## src/copper_defines.svh

```systemverilog
// Widths and field sizes shared by the copper RTL and its testbench
// Instructions are two 16-bit words with the high word at the lower address
`ifndef COPPER_DEFINES_SVH
`define COPPER_DEFINES_SVH

// Bus and memory word
`define COPPER_WORD_W       16
// Full instruction, two words
`define COPPER_INSN_W       32
`define COPPER_OP_W         4

// Copper memory is 2K words
`define COPPER_PC_W         11
`define COPPER_POS_W        11
`define COPPER_REG_NUM_W    4
`define COPPER_STATE_W      3

// Enable bit of the control register, init PC sits in the low bits
`define COPPER_CTRL_EN_BIT  15

// Address field of the move view
`define COPPER_MOVE_ADDR_W  12
// Usable address bits per MOVE target
`define COPPER_MOVER_AW     8
`define COPPER_MOVEF_AW     12
`define COPPER_MOVEP_AW     8
`define COPPER_MOVEC_AW     11

`endif

```

## src/copper_bus_pkg.sv

```systemverilog
// XR bus constants the copper needs, not the full XR map
// Region bases must be aligned to the address width of their MOVE variant
`include "copper_defines.svh"

package copper_bus_pkg;

    // Control register: [15] enable, [10:0] initial PC
    localparam logic [`COPPER_REG_NUM_W-1:0] XR_COPP_CTRL = 4'h1;

    // Tile memory, 4K words
    localparam logic [`COPPER_WORD_W-1:0] XR_TILE_MEM = 16'h4000;

    // Colour memory, 256 entries
    localparam logic [`COPPER_WORD_W-1:0] XR_COLOR_MEM = 16'h8000;

    // Copper program memory, 2K words
    localparam logic [`COPPER_WORD_W-1:0] XR_COPPER_MEM = 16'hC000;

endpackage

```

## src/copper_isa_pkg.sv

```systemverilog
// Copper instruction set: opcodes, FSM states and the instruction word layout
// Any opcode outside opcode_t is illegal and skipped by the copper
`include "copper_defines.svh"

package copper_isa_pkg;

    // Opcode lives in the top nibble of the first word
    typedef enum logic [`COPPER_OP_W-1:0] {
        OP_WAIT  = 4'b0000,
        OP_SKIP  = 4'b0010,
        OP_JMP   = 4'b0100,
        OP_MOVER = 4'b1001,
        OP_MOVEF = 4'b1010,
        OP_MOVEP = 4'b1011,
        OP_MOVEC = 4'b1100
    } opcode_t;

    typedef enum logic [`COPPER_STATE_W-1:0] {
        ST_INIT     = 3'd0,
        ST_FETCH    = 3'd1,
        ST_LATCH_HI = 3'd2,
        ST_LATCH_LO = 3'd3,
        ST_EXEC     = 3'd4
    } ex_state_t;

    // One 32-bit instruction, decoded either as a beam position or a move
    typedef union packed {
        // WAIT, SKIP and JMP (JMP target shares the y field)
        struct packed {
            opcode_t                  opcode;
            logic                     rsv_y;
            logic [`COPPER_POS_W-1:0] y;
            logic                     rsv_x;
            logic [`COPPER_POS_W-1:0] x;
            logic [1:0]               rsv_f;
            logic                     ignore_x;
            logic                     ignore_y;
        } pos;
        // MOVER, MOVEF, MOVEP, MOVEC
        struct packed {
            opcode_t                        opcode;
            logic [`COPPER_MOVE_ADDR_W-1:0] addr;
            logic [`COPPER_WORD_W-1:0]      data;
        } mv;
    } insn_t;

endpackage

```

## src/copper.sv

```systemverilog
// Copper top level, wiring of PC unit, sequencer and executor
// Program memory is external with one cycle of read latency
// XR writes have no back-pressure and always complete at once
`timescale 1ns/100ps
`include "copper_defines.svh"

module copper (
    input  logic                          clk,
    input  logic                          reset_i,
    input  logic                          vblank_i,
    input  logic                          reg_wr_i,
    input  logic [`COPPER_REG_NUM_W-1:0]  reg_num_i,
    input  logic [`COPPER_WORD_W-1:0]     reg_data_i,
    input  logic [`COPPER_POS_W-1:0]      h_count_i,
    input  logic [`COPPER_POS_W-1:0]      v_count_i,
    input  logic [`COPPER_WORD_W-1:0]     coppermem_rd_data_i,
    output logic                          coppermem_rd_en_o,
    output logic [`COPPER_PC_W-1:0]       coppermem_rd_addr_o,
    output logic                          xr_wr_en_o,
    output logic [`COPPER_WORD_W-1:0]     xr_wr_addr_o,
    output logic [`COPPER_WORD_W-1:0]     xr_wr_data_o
);

    logic                    enable;
    logic                    latch_hi;
    logic                    latch_lo;
    logic                    pc_inc;
    logic                    pc_skip;
    logic                    pc_jump;
    logic                    move;
    logic                    pos_reached;
    logic [`COPPER_PC_W-1:0] jump_target;
    copper_isa_pkg::opcode_t opcode;

    // Read enable doubles as the fetch indication for the PC
    copper_pc_unit pc_unit_i (
        .clk                 (clk),
        .reset_i             (reset_i),
        .vblank_i            (vblank_i),
        .reg_wr_i            (reg_wr_i),
        .reg_num_i           (reg_num_i),
        .reg_data_i          (reg_data_i),
        .fetch_i             (coppermem_rd_en_o),
        .pc_inc_i            (pc_inc),
        .pc_skip_i           (pc_skip),
        .pc_jump_i           (pc_jump),
        .jump_target_i       (jump_target),
        .enable_o            (enable),
        .coppermem_rd_addr_o (coppermem_rd_addr_o)
    );

    copper_sequencer sequencer_i (
        .clk               (clk),
        .reset_i           (reset_i),
        .vblank_i          (vblank_i),
        .enable_i          (enable),
        .opcode_i          (opcode),
        .pos_reached_i     (pos_reached),
        .coppermem_rd_en_o (coppermem_rd_en_o),
        .latch_hi_o        (latch_hi),
        .latch_lo_o        (latch_lo),
        .pc_inc_o          (pc_inc),
        .pc_skip_o         (pc_skip),
        .pc_jump_o         (pc_jump),
        .move_o            (move)
    );

    copper_executor executor_i (
        .clk                 (clk),
        .reset_i             (reset_i),
        .coppermem_rd_data_i (coppermem_rd_data_i),
        .latch_hi_i          (latch_hi),
        .latch_lo_i          (latch_lo),
        .move_i              (move),
        .h_count_i           (h_count_i),
        .v_count_i           (v_count_i),
        .opcode_o            (opcode),
        .pos_reached_o       (pos_reached),
        .jump_target_o       (jump_target),
        .xr_wr_en_o          (xr_wr_en_o),
        .xr_wr_addr_o        (xr_wr_addr_o),
        .xr_wr_data_o        (xr_wr_data_o)
    );

endmodule

```

## src/copper_executor.sv

```systemverilog
// Instruction register, beam compare and XR write formation
// Compares are >= on each axis, so a position counts as reached once passed
// XR address and data are only meaningful while xr_wr_en_o is high
`timescale 1ns/100ps
`include "copper_defines.svh"

module copper_executor (
    input  logic                        clk,
    input  logic                        reset_i,
    input  logic [`COPPER_WORD_W-1:0]   coppermem_rd_data_i,
    input  logic                        latch_hi_i,
    input  logic                        latch_lo_i,
    input  logic                        move_i,
    input  logic [`COPPER_POS_W-1:0]    h_count_i,
    input  logic [`COPPER_POS_W-1:0]    v_count_i,
    output copper_isa_pkg::opcode_t     opcode_o,
    output logic                        pos_reached_o,
    output logic [`COPPER_PC_W-1:0]     jump_target_o,
    output logic                        xr_wr_en_o,
    output logic [`COPPER_WORD_W-1:0]   xr_wr_addr_o,
    output logic [`COPPER_WORD_W-1:0]   xr_wr_data_o
);

    copper_isa_pkg::insn_t     insn;
    logic                      x_ok;
    logic                      y_ok;
    logic                      both_ignored;
    logic                      is_wait;
    logic [`COPPER_WORD_W-1:0] move_addr;

    // Keep the base above aw bits, take the field below
    function automatic logic [`COPPER_WORD_W-1:0] region_addr(
        input logic [`COPPER_WORD_W-1:0]     base,
        input logic [`COPPER_MOVE_ADDR_W-1:0] field,
        input int unsigned                   aw
    );
        logic [`COPPER_WORD_W-1:0] mask;
        mask = (`COPPER_WORD_W'(1) << aw) - `COPPER_WORD_W'(1);
        return (base & ~mask) | (`COPPER_WORD_W'(field) & mask);
    endfunction

    // High word first, then the low word one cycle later
    always_ff @(posedge clk) begin
        if (latch_hi_i) begin
            insn[`COPPER_INSN_W-1:`COPPER_WORD_W] <= coppermem_rd_data_i;
        end
        if (latch_lo_i) begin
            insn[`COPPER_WORD_W-1:0] <= coppermem_rd_data_i;
        end
    end

    assign opcode_o      = insn.mv.opcode;
    // JMP target is carried in the y field position
    assign jump_target_o = insn.mv.addr[`COPPER_PC_W-1:0];

    // Per-axis beam condition
    assign x_ok = insn.pos.ignore_x || (h_count_i >= insn.pos.x);
    assign y_ok = insn.pos.ignore_y || (v_count_i >= insn.pos.y);

    // Both axes ignored: SKIP always skips, WAIT parks until vblank
    assign both_ignored  = insn.pos.ignore_x && insn.pos.ignore_y;
    assign is_wait       = (insn.pos.opcode == copper_isa_pkg::OP_WAIT);
    assign pos_reached_o = x_ok && y_ok && !(is_wait && both_ignored);

    // Target region per MOVE variant
    always_comb begin
        case (insn.mv.opcode)
            copper_isa_pkg::OP_MOVEF: begin
                move_addr = region_addr(copper_bus_pkg::XR_TILE_MEM, insn.mv.addr,
                                        `COPPER_MOVEF_AW);
            end
            copper_isa_pkg::OP_MOVEP: begin
                move_addr = region_addr(copper_bus_pkg::XR_COLOR_MEM, insn.mv.addr,
                                        `COPPER_MOVEP_AW);
            end
            copper_isa_pkg::OP_MOVEC: begin
                move_addr = region_addr(copper_bus_pkg::XR_COPPER_MEM, insn.mv.addr,
                                        `COPPER_MOVEC_AW);
            end
            default: begin
                // MOVER, XR registers sit at the bottom of the map
                move_addr = region_addr('0, insn.mv.addr, `COPPER_MOVER_AW);
            end
        endcase
    end

    // One-cycle strobe after EXEC
    always_ff @(posedge clk) begin
        if (reset_i) begin
            xr_wr_en_o <= 1'b0;
        end else begin
            xr_wr_en_o <= move_i;
        end
    end

    always_ff @(posedge clk) begin
        if (move_i) begin
            xr_wr_addr_o <= move_addr;
            xr_wr_data_o <= insn.mv.data;
        end
    end

endmodule

```

## src/copper_pc_unit.sv

```systemverilog
// Control register and program counter
// While disabled or in vblank the PC tracks the initial PC, so a new
// control write takes effect on the first enabled cycle
`timescale 1ns/100ps
`include "copper_defines.svh"

module copper_pc_unit (
    input  logic                          clk,
    input  logic                          reset_i,
    input  logic                          vblank_i,
    input  logic                          reg_wr_i,
    input  logic [`COPPER_REG_NUM_W-1:0]  reg_num_i,
    input  logic [`COPPER_WORD_W-1:0]     reg_data_i,
    input  logic                          fetch_i,
    input  logic                          pc_inc_i,
    input  logic                          pc_skip_i,
    input  logic                          pc_jump_i,
    input  logic [`COPPER_PC_W-1:0]       jump_target_i,
    output logic                          enable_o,
    output logic [`COPPER_PC_W-1:0]       coppermem_rd_addr_o
);

    logic                    ctrl_wr;
    logic [`COPPER_PC_W-1:0] init_pc;
    logic [`COPPER_PC_W-1:0] init_pc_next;
    logic [`COPPER_PC_W-1:0] pc;
    logic                    fetch_q;
    logic                    first_fetch;

    // Only the control register is decoded here
    assign ctrl_wr = reg_wr_i && (reg_num_i == copper_bus_pkg::XR_COPP_CTRL);

    // Reload value sees a control write in the same cycle
    assign init_pc_next = ctrl_wr ? reg_data_i[`COPPER_PC_W-1:0] : init_pc;

    // Reads come in pairs, the first one steps to the second word
    assign first_fetch = fetch_i && !fetch_q;

    assign coppermem_rd_addr_o = pc;

    always_ff @(posedge clk) begin
        if (reset_i) begin
            enable_o <= 1'b0;
            init_pc  <= '0;
            pc       <= '0;
            fetch_q  <= 1'b0;
        end else begin
            fetch_q <= fetch_i;

            if (ctrl_wr) begin
                enable_o <= reg_data_i[`COPPER_CTRL_EN_BIT];
                init_pc  <= reg_data_i[`COPPER_PC_W-1:0];
            end

            // Restart point for every frame
            if (vblank_i || !enable_o) begin
                pc <= init_pc_next;
            end else if (pc_jump_i) begin
                pc <= jump_target_i;
            end else if (pc_skip_i) begin
                // From the second word, 3 lands past the next instruction
                pc <= pc + `COPPER_PC_W'(3);
            end else if (pc_inc_i || first_fetch) begin
                pc <= pc + `COPPER_PC_W'(1);
            end
        end
    end

endmodule

```

## src/copper_sequencer.sv

```systemverilog
// Execution FSM of the copper, all outputs decoded from the current state
// Four cycles per instruction, five after INIT; a WAIT holds EXEC
// Outputs are quiet while disabled or in vblank
`timescale 1ns/100ps

module copper_sequencer (
    input  logic                    clk,
    input  logic                    reset_i,
    input  logic                    vblank_i,
    input  logic                    enable_i,
    input  copper_isa_pkg::opcode_t opcode_i,
    input  logic                    pos_reached_i,
    output logic                    coppermem_rd_en_o,
    output logic                    latch_hi_o,
    output logic                    latch_lo_o,
    output logic                    pc_inc_o,
    output logic                    pc_skip_o,
    output logic                    pc_jump_o,
    output logic                    move_o
);

    copper_isa_pkg::ex_state_t state;
    copper_isa_pkg::ex_state_t state_next;
    logic                      run;
    logic                      exec;
    logic                      is_move;
    logic                      is_legal;
    logic                      advance;

    assign run  = enable_i && !vblank_i;
    assign exec = run && (state == copper_isa_pkg::ST_EXEC);

    // Opcode classes
    always_comb begin
        is_move  = 1'b0;
        is_legal = 1'b1;
        case (opcode_i)
            copper_isa_pkg::OP_WAIT,
            copper_isa_pkg::OP_SKIP,
            copper_isa_pkg::OP_JMP: begin
                is_move = 1'b0;
            end
            copper_isa_pkg::OP_MOVER,
            copper_isa_pkg::OP_MOVEF,
            copper_isa_pkg::OP_MOVEP,
            copper_isa_pkg::OP_MOVEC: begin
                is_move = 1'b1;
            end
            default: begin
                is_legal = 1'b0;
            end
        endcase
    end

    // A WAIT only leaves EXEC once the beam is there
    assign advance = (opcode_i != copper_isa_pkg::OP_WAIT) || pos_reached_i;

    always_comb begin
        state_next = state;
        case (state)
            copper_isa_pkg::ST_INIT:     state_next = copper_isa_pkg::ST_FETCH;
            copper_isa_pkg::ST_FETCH:    state_next = copper_isa_pkg::ST_LATCH_HI;
            copper_isa_pkg::ST_LATCH_HI: state_next = copper_isa_pkg::ST_LATCH_LO;
            copper_isa_pkg::ST_LATCH_LO: state_next = copper_isa_pkg::ST_EXEC;
            copper_isa_pkg::ST_EXEC: begin
                // Illegal opcode costs the extra INIT cycle
                if (!is_legal) begin
                    state_next = copper_isa_pkg::ST_INIT;
                end else if (advance) begin
                    state_next = copper_isa_pkg::ST_FETCH;
                end
            end
            default: state_next = copper_isa_pkg::ST_INIT;
        endcase
        // Vblank or disable parks the FSM
        if (!run) begin
            state_next = copper_isa_pkg::ST_INIT;
        end
    end

    always_ff @(posedge clk) begin
        if (reset_i) begin
            state <= copper_isa_pkg::ST_INIT;
        end else begin
            state <= state_next;
        end
    end

    // Word 0 is read in FETCH, word 1 in LATCH_HI
    assign coppermem_rd_en_o = run && ((state == copper_isa_pkg::ST_FETCH) ||
                                       (state == copper_isa_pkg::ST_LATCH_HI));
    assign latch_hi_o = run && (state == copper_isa_pkg::ST_LATCH_HI);
    assign latch_lo_o = run && (state == copper_isa_pkg::ST_LATCH_LO);

    // PC actions in EXEC, at most one at a time
    assign pc_jump_o = exec && (opcode_i == copper_isa_pkg::OP_JMP);
    assign pc_skip_o = exec && (opcode_i == copper_isa_pkg::OP_SKIP) && pos_reached_i;
    assign pc_inc_o  = exec && advance && !pc_jump_o && !pc_skip_o;

    assign move_o = exec && is_move;

endmodule

```

## config.mk

```make
export PLATFORM = sky130hd
export DESIGN_NAME = copper
export DESIGN_NICKNAME = d
export VERILOG_FILES = /design/src/copper_bus_pkg.sv /design/src/copper_isa_pkg.sv /design/src/copper.sv /design/src/copper_executor.sv /design/src/copper_pc_unit.sv /design/src/copper_sequencer.sv
export VERILOG_INCLUDE_DIRS = /design/src
export SDC_FILE = /design/constraint.sdc
export NUM_CORES = 1
export LEC_CHECK = 0
export BUFFER_PORTS_ARGS = -buffer_cell sky130_fd_sc_hd__buf_2
export CAP_MARGIN = 20
export CORE_MARGIN = 2
export CORE_UTILIZATION = 55
export DETAILED_ROUTE_END_ITERATION = 6
export GPL_TIMING_DRIVEN = 1
export HOLD_SLACK_MARGIN = 0.02
export PLACE_DENSITY = 0.83
export SYNTH_ARGS = -nofsm -noshare
export SYNTH_HDL_FRONTEND = slang
export SYNTH_SLANG_ARGS = --single-unit
```

## constraint.sdc

```tcl
create_clock -name clk -period 7.5 [get_ports clk]
set_clock_uncertainty 0.05 [all_clocks]
set_input_delay 1.125 -clock clk [delete_from_list [all_inputs] [get_ports clk]]
set_output_delay 1.125 -clock clk [all_outputs]
set_load 0.01 [all_outputs]
```

==> results.toml, run 1 <==
[synthesis]
synth_area_per_cell_um2 = 11.9
ys_warn_count = 0
synth_ff_type = "edfxtp_1"
synth.cell_area_um2 = 4120
synth_edf_count = 62
ys_async_sr_fraction_pct = 0
ys_seq_area_share_pct = 58.8
synth_cells = 345
synth.distinct_cells = 52
ys_seq_elements = 90

[timing]
finalSetupTns_ns = 0
hold_viol = 0
relSlewSlack_pct = 51.7
setup_viol = 0
fmax_mhz = 256
rsz0062_at_grt = "false"
period_needed_ns = 3.90
tightest_slew_ns = 0.724
final.period_utilization_pct = 52.0
maxSlewViolCount = 0
holdWs_ns = 0.387

[global_routing]
antenna_found_initial = 0
grt-ovfl-total = 0
grt_first_pass_wirelength_um = 14100
grt.total_usage_pct = 22.2
grt_pass1_vias = 3048
grt_start_max_net_pins = 33

[power_and_ir_drop]
p_per_area_nw_per_um2 = 187
power_leakage_nw = 1.98
total_power_w = 0.000920
irDropWorstVdd_mv = 0.163

[die]
die_width_um = 90.5
io_pins = 107
start_util_pct = 56.8
die_height_um = 90.5
die_area_um2 = 8190
row_count = 31
coreArea_um2 = 7250

[run_status]
status = "finished clean"

[detailed_routing]
met2WireLength_um = 4460
wl_per_cell_um = 15.5
dr.max_layer_used = "met4"
drtAntennaViolNets = 0
vias_per_cell = 5.40
drt_iter0_drc = 168
routed_wirelength_um = 8540
wl_met3_um = 450
wl_met1_um = 3420
detail_route.first_pass.iterations = 4
vias = 2976
drc = 0

[clock_tree]
post_cts_buffers = 0
root_buffer = "clkbuf_8"
cts_tree = "done"
clock-sinks = 90
ctsResizeCount = 0
h-tree-depth = 3
clk_pin_slew_worst_paths_ns = 0.10
clk_latency_ns = 0.36
cts_buffer_depth = 2
hold_buffers = 0
cts_buffers = 9

[layout]
drive_gt1_share_pct = 28.8
final_common_cell = "buf_2"
final_cell_mix = "buf_2 (100), edfxtp_1 (62), nor2_1 (28), dfxtp_1 (28), inv_1 (25)"
n_antenna_cell = 0
final_cells = 551
area_growth_pct = 19.8
nets = 533

[place]
portBuffers = 100
place.gp.congestion = 0.922
dp_hpwl_um = 6340
dp_cells = 535

[critical_path]
crit_path_end_kind = "register"
critPathMaxFanout = 4
cp.arrival_ns = 4.15
start_kind = "primary input"
crit_required_ns = 7.74
path_class = "primary input to register"

[job]
maxCapViolCount = 0

[hold_path]
hp-class = "register to register"
sequential cells by signal (all words and copies together) (netlist names):
| name | count |
|---|---|
| executor_i.xr_wr_en_o | 1 |
| pc_unit_i.init_pc | 11 |
| executor_i.xr_wr_addr_o | 14 |
| executor_i.insn | 32 |
| pc_unit_i.enable_o | 1 |
| pc_unit_i.coppermem_rd_addr_o | 11 |
| executor_i.xr_wr_data_o | 16 |
| sequencer_i.state | 3 |
| pc_unit_i.fetch_q | 1 |
area by class of cell:
class                   instances  area (µm²)
multi-input cells             216        1550
clock inverters                 7        85.1
repair buffers                104         531
fillers                       559        2320
well taps                      99         124
inverters                      26        97.6
clock buffers                   9         124
flip-flops and latches         90        2420
power breakdown:
part	internal, W	switching, W
clock network	0.000161	0.000188
registers	0.000528	0.00000161
logic	0.0000206	0.0000209
metal layers:
metal,vias up,GRT usage [%]
li1,1447,-
met1,1426,26.0
met2,86,39.3
met3,17,5.01
met4,0,8.72
met5,-,0
synth_stat cells (2+ instances only):
cell type / number / share of area, %
a211o_1: 2 / 0.43
a211oi_1: 3 / 0.55
a21boi_0: 2 / 0.36
a21o_1: 3 / 0.55
a21oi_1: 20 / 2.4
a221oi_2: 4 / 1.5
and2_1: 4 / 0.61
and3_1: 2 / 0.30
and4b_1: 2 / 0.49
buf_1: 2 / 0.18
buf_2: 5 / 0.61
buf_4: 2 / 0.36
clkbuf_1: 5 / 0.46
dfxtp_1: 28 / 14
edfxtp_1: 62 / 45
ha_1: 23 / 7.0
inv_1: 25 / 2.3
mux2i_1: 23 / 5.6
nand2_1: 24 / 2.2
nand2b_1: 3 / 0.46
nand3_1: 4 / 0.49
nand3b_1: 2 / 0.36
nand4_1: 2 / 0.30
nor2_1: 29 / 2.6
nor2b_1: 4 / 0.61
nor3_1: 10 / 1.2
nor3b_1: 2 / 0.36
nor4_1: 5 / 0.76
o211ai_1: 2 / 0.36
o21ai_0: 7 / 0.85
o21ai_1: 4 / 0.49
xnor2_1: 10 / 2.1
logic make-up after synthesis:
logic type      Yosys count  synth area share, %
other cells               1               0.0911
compound gates           54                 8.99
mux                      23                 5.59
buf+inv                  40                 3.98
simple gates            102                 12.7
xor+xnor                 11                 2.34
flops                    90                 58.8
fa+ha+maj                24                 7.48
worst max-delay path, stage by stage:
cell      delay (ns)
buf_2           0.10
ha_1            0.32
a211oi_1        0.25
o21ai_0         0.12
a221oi_1        0.49
nor3_1          0.12
and2_1          0.21
ha_1            0.28
a21oi_1         0.13
nor4b_1         0.37
xnor2_1         0.14
a221oi_2        0.27
nand2_1         0.09
mux2i_1         0.13
path summary, 6_finish.rpt:
| check | startpoint | endpoint | slack (ns) | cells past startpoint |
|---|---|---|---|---|
| worst max-delay path | h_count_i[8] | pc_unit_i.coppermem_rd_addr_o[7] | 3.60 | 14 |
| worst min-delay path | executor_i.insn[2] | executor_i.xr_wr_data_o[2] | 0.39 | 0 |
| worst max register to register | executor_i.insn[22] | pc_unit_i.coppermem_rd_addr_o[7] | 4.00 | 14 |
| worst min register to register | executor_i.insn[2] | executor_i.xr_wr_data_o[2] | 0.39 | 0 |
through the flow:
step                      instance area, µm²  util, %  setup WS, ns
after floorplan                         4120        -          3.78
after global placement                  4720     65.1          3.38
after detailed placement                4720     65.1          3.26
after CTS                               4930     68.0          3.61
after global routing                    4930     68.0          3.37
final                                   4930     68.0          3.60
No activity file was read; power rests on OpenSTA's default activity.
==> inputs of run 2 (changes only) <==
--- a/config.mk
+++ b/config.mk
@@ -9,11 +9,11 @@
 export BUFFER_PORTS_ARGS = -buffer_cell sky130_fd_sc_hd__buf_2
 export CAP_MARGIN = 20
 export CORE_MARGIN = 2
-export CORE_UTILIZATION = 55
+export CORE_UTILIZATION = 53
 export DETAILED_ROUTE_END_ITERATION = 6
 export GPL_TIMING_DRIVEN = 1
 export HOLD_SLACK_MARGIN = 0.02
-export PLACE_DENSITY = 0.83
+export PLACE_DENSITY = 0.8
 export SYNTH_ARGS = -nofsm -noshare
 export SYNTH_HDL_FRONTEND = slang
 export SYNTH_SLANG_ARGS = --single-unit
==> constraint.sdc (replaced) <==
create_clock -name clk -period 3.8 [get_ports clk]
set_clock_uncertainty 0.05 [all_clocks]
set_input_delay 0.57 -clock clk [delete_from_list [all_inputs] [get_ports clk]]
set_output_delay 0.57 -clock clk [all_outputs]
set_load 0.01 [all_outputs]
==> run 2 against run 1 <==
Worst setup slack got worse by 3.3 ns. Highest routed layer unchanged. Cell area increased by 0.51%. Cell count increased by 0.73%. Critical path depth unchanged. First-iteration DRC count decreased by 35%. Utilization decreased by 2.8 points. Via count decreased by 0.67%. Routed wire length decreased by 2.0%. Sequential share of layout area decreased by 0.25 points. Non-clock buffer count increased by 1.
==> results.toml, run 2 (synthesized netlist as in run 1, its figures left out) <==
[run_status]
status = "finished clean"

[detailed_routing]
drt_iter0_drc = 110
drc = 0
detail_route.first_pass.iterations = 4
vias = 2956
vias_per_cell = 5.33
drtAntennaViolNets = 0
wl_per_cell_um = 15.1
routed_wirelength_um = 8370

[clock_tree]
clk_latency_ns = 0.35
hold_buffers = 0
clk_pin_slew_worst_paths_ns = 0.09
cts_tree = "done"
ctsResizeCount = 0
cts_buffer_depth = 2
h-tree-depth = 3
root_buffer = "clkbuf_8"
clock-sinks = 90
cts_buffers = 9
post_cts_buffers = 0

[global_routing]
grt_pass1_vias = 2915
grt_first_pass_wirelength_um = 13600
grt.total_usage_pct = 20.6
antenna_found_initial = 0
grt_start_max_net_pins = 32
grt-ovfl-total = 0

[die]
die_area_um2 = 8490
die_width_um = 92.1
coreArea_um2 = 7610
io_pins = 107
start_util_pct = 54.1
die_height_um = 92.1
row_count = 32

[timing]
setup_viol = 0
maxSlewViolCount = 0
finalSetupTns_ns = 0
period_needed_ns = 3.45
tightest_slew_ns = 0.678
rsz0062_at_grt = "false"
final.period_utilization_pct = 90.8
relSlewSlack_pct = 54.8
fmax_mhz = 290
hold_viol = 0

[layout]
drive_gt1_share_pct = 28.9
nets = 534
n_antenna_cell = 0
reg.largest.list = "executor_i.insn x32, executor_i.xr_wr_data_o x16, executor_i.xr_wr_addr_o x14"
finalCoreUtilization_pct = 65.1
largest_reg_flops = 32
final_cell_mix = "buf_2 (100), edfxtp_1 (62), nor2_1 (28), dfxtp_1 (28), inv_1 (25)"
area_growth_pct = 20.4
final_common_cell = "buf_2"
top_register = "executor_i.insn"

[critical_path]
r2r_slack_ns = 0.35
start_kind = "register"
path_class = "register to register"
crit_path_end_kind = "register"
cp.arrival_ns = 3.69
critPathMaxFanout = 5
crit_required_ns = 4.04

[power_and_ir_drop]
power_leakage_nw = 2.00
p_per_area_nw_per_um2 = 373
irDropWorstVdd_mv = 0.239

[place]
dp_hpwl_um = 6340
place.gp.congestion = 0.804
portBuffers = 100

[hold_path]
hp-class = "primary input to register"

[job]
maxCapViolCount = 0
## run 2: layout make-up
cell class / count / area [µm²]
clock inverters: 7 / 98.8
multi-input cells: 216 / 1550
clock buffers: 9 / 124
inverters: 26 / 97.6
fillers: 603 / 2650
repair buffers: 105 / 538
flip-flops and latches: 90 / 2420
well taps: 102 / 128
## run 2: stage by stage
step,instances,cell area [µm²],setup WS (ns),hold slack [ns],total power [W]
floorplan,346,4120,0.638,0.350,0.00111
global route,555,4960,0.0698,0.335,0.00192
CTS,555,4960,0.301,0.344,0.00186
global placement,539,4730,0.230,0.352,0.00115
finish,555,4960,0.349,0.356,0.00185
detailed placement,539,4730,0.0983,0.365,0.00115
## run 2: worst paths after layout
path / from / endpoint / cells past startpoint
max reg2reg: executor_i.insn[23] / pc_unit_i.coppermem_rd_addr_o[7] / 14
min: coppermem_rd_data_i[14] / executor_i.insn[14] / 1
min reg2reg: executor_i.insn[3] / executor_i.xr_wr_data_o[3] / 0
max: executor_i.insn[23] / pc_unit_i.coppermem_rd_addr_o[7] / 14
## run 2: power breakdown
part	switching, W	internal [W]	leakage (nW)
combinational	0.0000406	0.0000408	1.09
sequential	0.00000333	0.00104	0.789
clock	0.000345	0.000377	0.116
total	0.000389	0.00146	2.00
## run 2: routing by layer
layer	vias up	GRT usage, %	routed length [µm]
li1	1448	-	-
met3	13	4.52	374
met2	78	36.3	4400
met1	1417	25.4	3460
met4	0	6.34	142
met5	-	0	0
## run 2: worst max-delay path: stages, from the launching register on
cell and delay (ns):
edfxtp_1 0.45, inv_1 0.08, ha_1 0.23, and3_1 0.20
a221o_1 0.30, a41oi_1 0.22, o21ai_1 0.20, and2_1 0.21
ha_1 0.28, a21oi_1 0.12, nor4b_1 0.40, xnor2_1 0.13
a221oi_2 0.28, nand2_1 0.08, mux2i_1 0.14
==> inputs of run 3 (changes only) <==
==> constraint.sdc (replaced) <==
create_clock -name clk -period 3.8 [get_ports clk]
set_clock_uncertainty 0.05 [all_clocks]
set_input_delay 0.38 -clock clk [delete_from_list [all_inputs] [get_ports clk]]
set_output_delay 0.38 -clock clk [all_outputs]
set_load 0.01 [all_outputs]
==> run 3 against run 2 <==
Combinational power shrank 0.7%. Critical path depth is the same. Non-clock buffer count unchanged. Highest routed layer unchanged. Critical endpoint unchanged. Largest cell class unchanged. Largest power group unchanged.
==> results.toml, run 3 (synthesized netlist as in run 1, its figures left out) <==
[run_status]
status = "finished clean"

[place]
dpl_worst_slack_ns = 0.261
place.gp.congestion = 0.806
dp_hpwl_um = 6150
portBuffers = 100
place_area_um2 = 4730

[die]
die_width_um = 92.1
row_count = 32
die_area_um2 = 8490
die_height_um = 92.1
coreArea_um2 = 7610
io_pins = 107
start_util_pct = 54.1

[timing]
finalSetupTns_ns = 0
fmax_mhz = 285
worst_slack_ns = 0.288
relSlewSlack_pct = 55.3
tightest_slew_ns = 0.669
hold_viol = 0
period_needed_ns = 3.51
final.period_utilization_pct = 92.4
setup_viol = 0
maxSlewViolCount = 0
rsz0062_at_grt = "false"

[layout]
final_common_cell = "buf_2"
n_antenna_cell = 0
reg.largest.list = "executor_i.insn x32, executor_i.xr_wr_data_o x16, executor_i.xr_wr_addr_o x14"
nets = 534
fin_area_um2 = 4960
top_register = "executor_i.insn"
finalCoreUtilization_pct = 65.2
largest_reg_flops = 32
drive_gt1_share_pct = 28.7
final_cell_mix = "buf_2 (100), edfxtp_1 (62), nor2_1 (28), dfxtp_1 (28), inv_1 (25)"
area_growth_pct = 20.4

[critical_path]
crit_chain = "inv_1 > ha_1 > a21o_1 > a221o_1 > a41oi_1 > o21ai_1 > and2_1 > ha_1 > a21oi_1 > nor4b_1 > xnor2_1 > a221oi_2 > nand2_1 > mux2i_1"
r2r-start = "executor_i.insn[22]"
crit_required_ns = 4.04
path_class = "register to register"
rr_endpoint = "pc_unit_i.coppermem_rd_addr_o[7]"
slowest_delay_ns = 0.44
r2r_cells = 14
r2r_slack_ns = 0.29
cp.arrival_ns = 3.75
worst_path_most_repeated_cell = "ha_1"
crit_path_end_kind = "register"
start_kind = "register"
crit_slowest_cell = "edfxtp_1"
critPathMaxFanout = 5

[hold_path]
hp-class = "primary input to register"
worstHoldStart = "coppermem_rd_data_i[2]"
min_to = "executor_i.insn[2]"
min_delay_path_depth = 1

[global_routing]
grt_start_max_net_pins = 32
grt_first_pass_wirelength_um = 13100
antenna_found_initial = 0
grt.total_usage_pct = 20.0
grt-ovfl-total = 0
grt_pass1_vias = 2840

[clock_tree]
h-tree-depth = 3
hold_buffers = 0
clk_latency_ns = 0.36
clk_pin_slew_worst_paths_ns = 0.09
ctsResizeCount = 0
clock-sinks = 90
root_buffer = "clkbuf_8"
post_cts_buffers = 0
cts_buffer_depth = 2
cts_buffers = 9
cts_tree = "done"

[detailed_routing]
drc = 0
drt_iter0_drc = 152
vias = 2913
vias_per_cell = 5.25
drtAntennaViolNets = 0
detail_route.first_pass.iterations = 4
wl_per_cell_um = 14.9
routed_wirelength_um = 8270

[power_and_ir_drop]
total_power_w = 0.00185
p_per_area_nw_per_um2 = 372
irDropWorstVdd_mv = 0.261
power_leakage_nw = 1.99

[job]
maxCapViolCount = 0
run 3: how the worst max path moves through the flow:
stage,start,to,slack [ns],depth (start not counted)
3_5_place_dp,h_count_i[8],pc_unit_i.coppermem_rd_addr_o[7],0.26,14
4_1_cts,executor_i.insn[22],pc_unit_i.coppermem_rd_addr_o[7],0.29,14
5_1_grt,executor_i.insn[12],pc_unit_i.coppermem_rd_addr_o[7],0.02,14
2_1_floorplan,v_count_i[6],pc_unit_i.coppermem_rd_addr_o[7],0.83,13
6_report,executor_i.insn[22],pc_unit_i.coppermem_rd_addr_o[7],0.29,14
3_3_place_gp,v_count_i[6],pc_unit_i.coppermem_rd_addr_o[7],0.42,14
run 3: critical path: cells and delay by family (launching register included):
family | cells | cell delay, ns
AND/OR/NAND/NOR | 3 | 0.73
multiplexers | 1 | 0.13
XOR/XNOR | 1 | 0.14
flip-flops | 1 | 0.44
adder cells (fa/ha/maj) | 2 | 0.51
AO/OA/AOI/OAI | 6 | 1.38
buffers and inverters | 1 | 0.08
run 3: final cells by class:
class	count	area [µm²]
Clock buffer	10	128
Clock inverter	6	96.3
Fill cell	603	2650
Inverter	26	97.6
Multi-Input combinational cell	216	1550
Sequential cell	90	2420
Tap cell	102	128
Timing Repair Buffer	105	538
run 3: through the flow:
stage / hold slack (ns) / std cells
floorplan: 0.350 / 346
detailed placement: 0.355 / 539
CTS: 0.146 / 555
global route: 0.146 / 555
global placement: 0.352 / 539
finish: 0.158 / 555
run 3: metal layers:
metal  GRT usage (%)  wire length, µm  vias up
met4            8.71              214        0
met3            3.29              429       20
met5               0                0        -
li1                -                -     1456
met1            24.1             3420     1351
met2            35.4             4200       86
run 3: power breakdown:
part           total [W]  switching (W)  internal [W]
registers        0.00105     0.00000323       0.00104
logic          0.0000809      0.0000403     0.0000406
clock network   0.000720       0.000341      0.000380
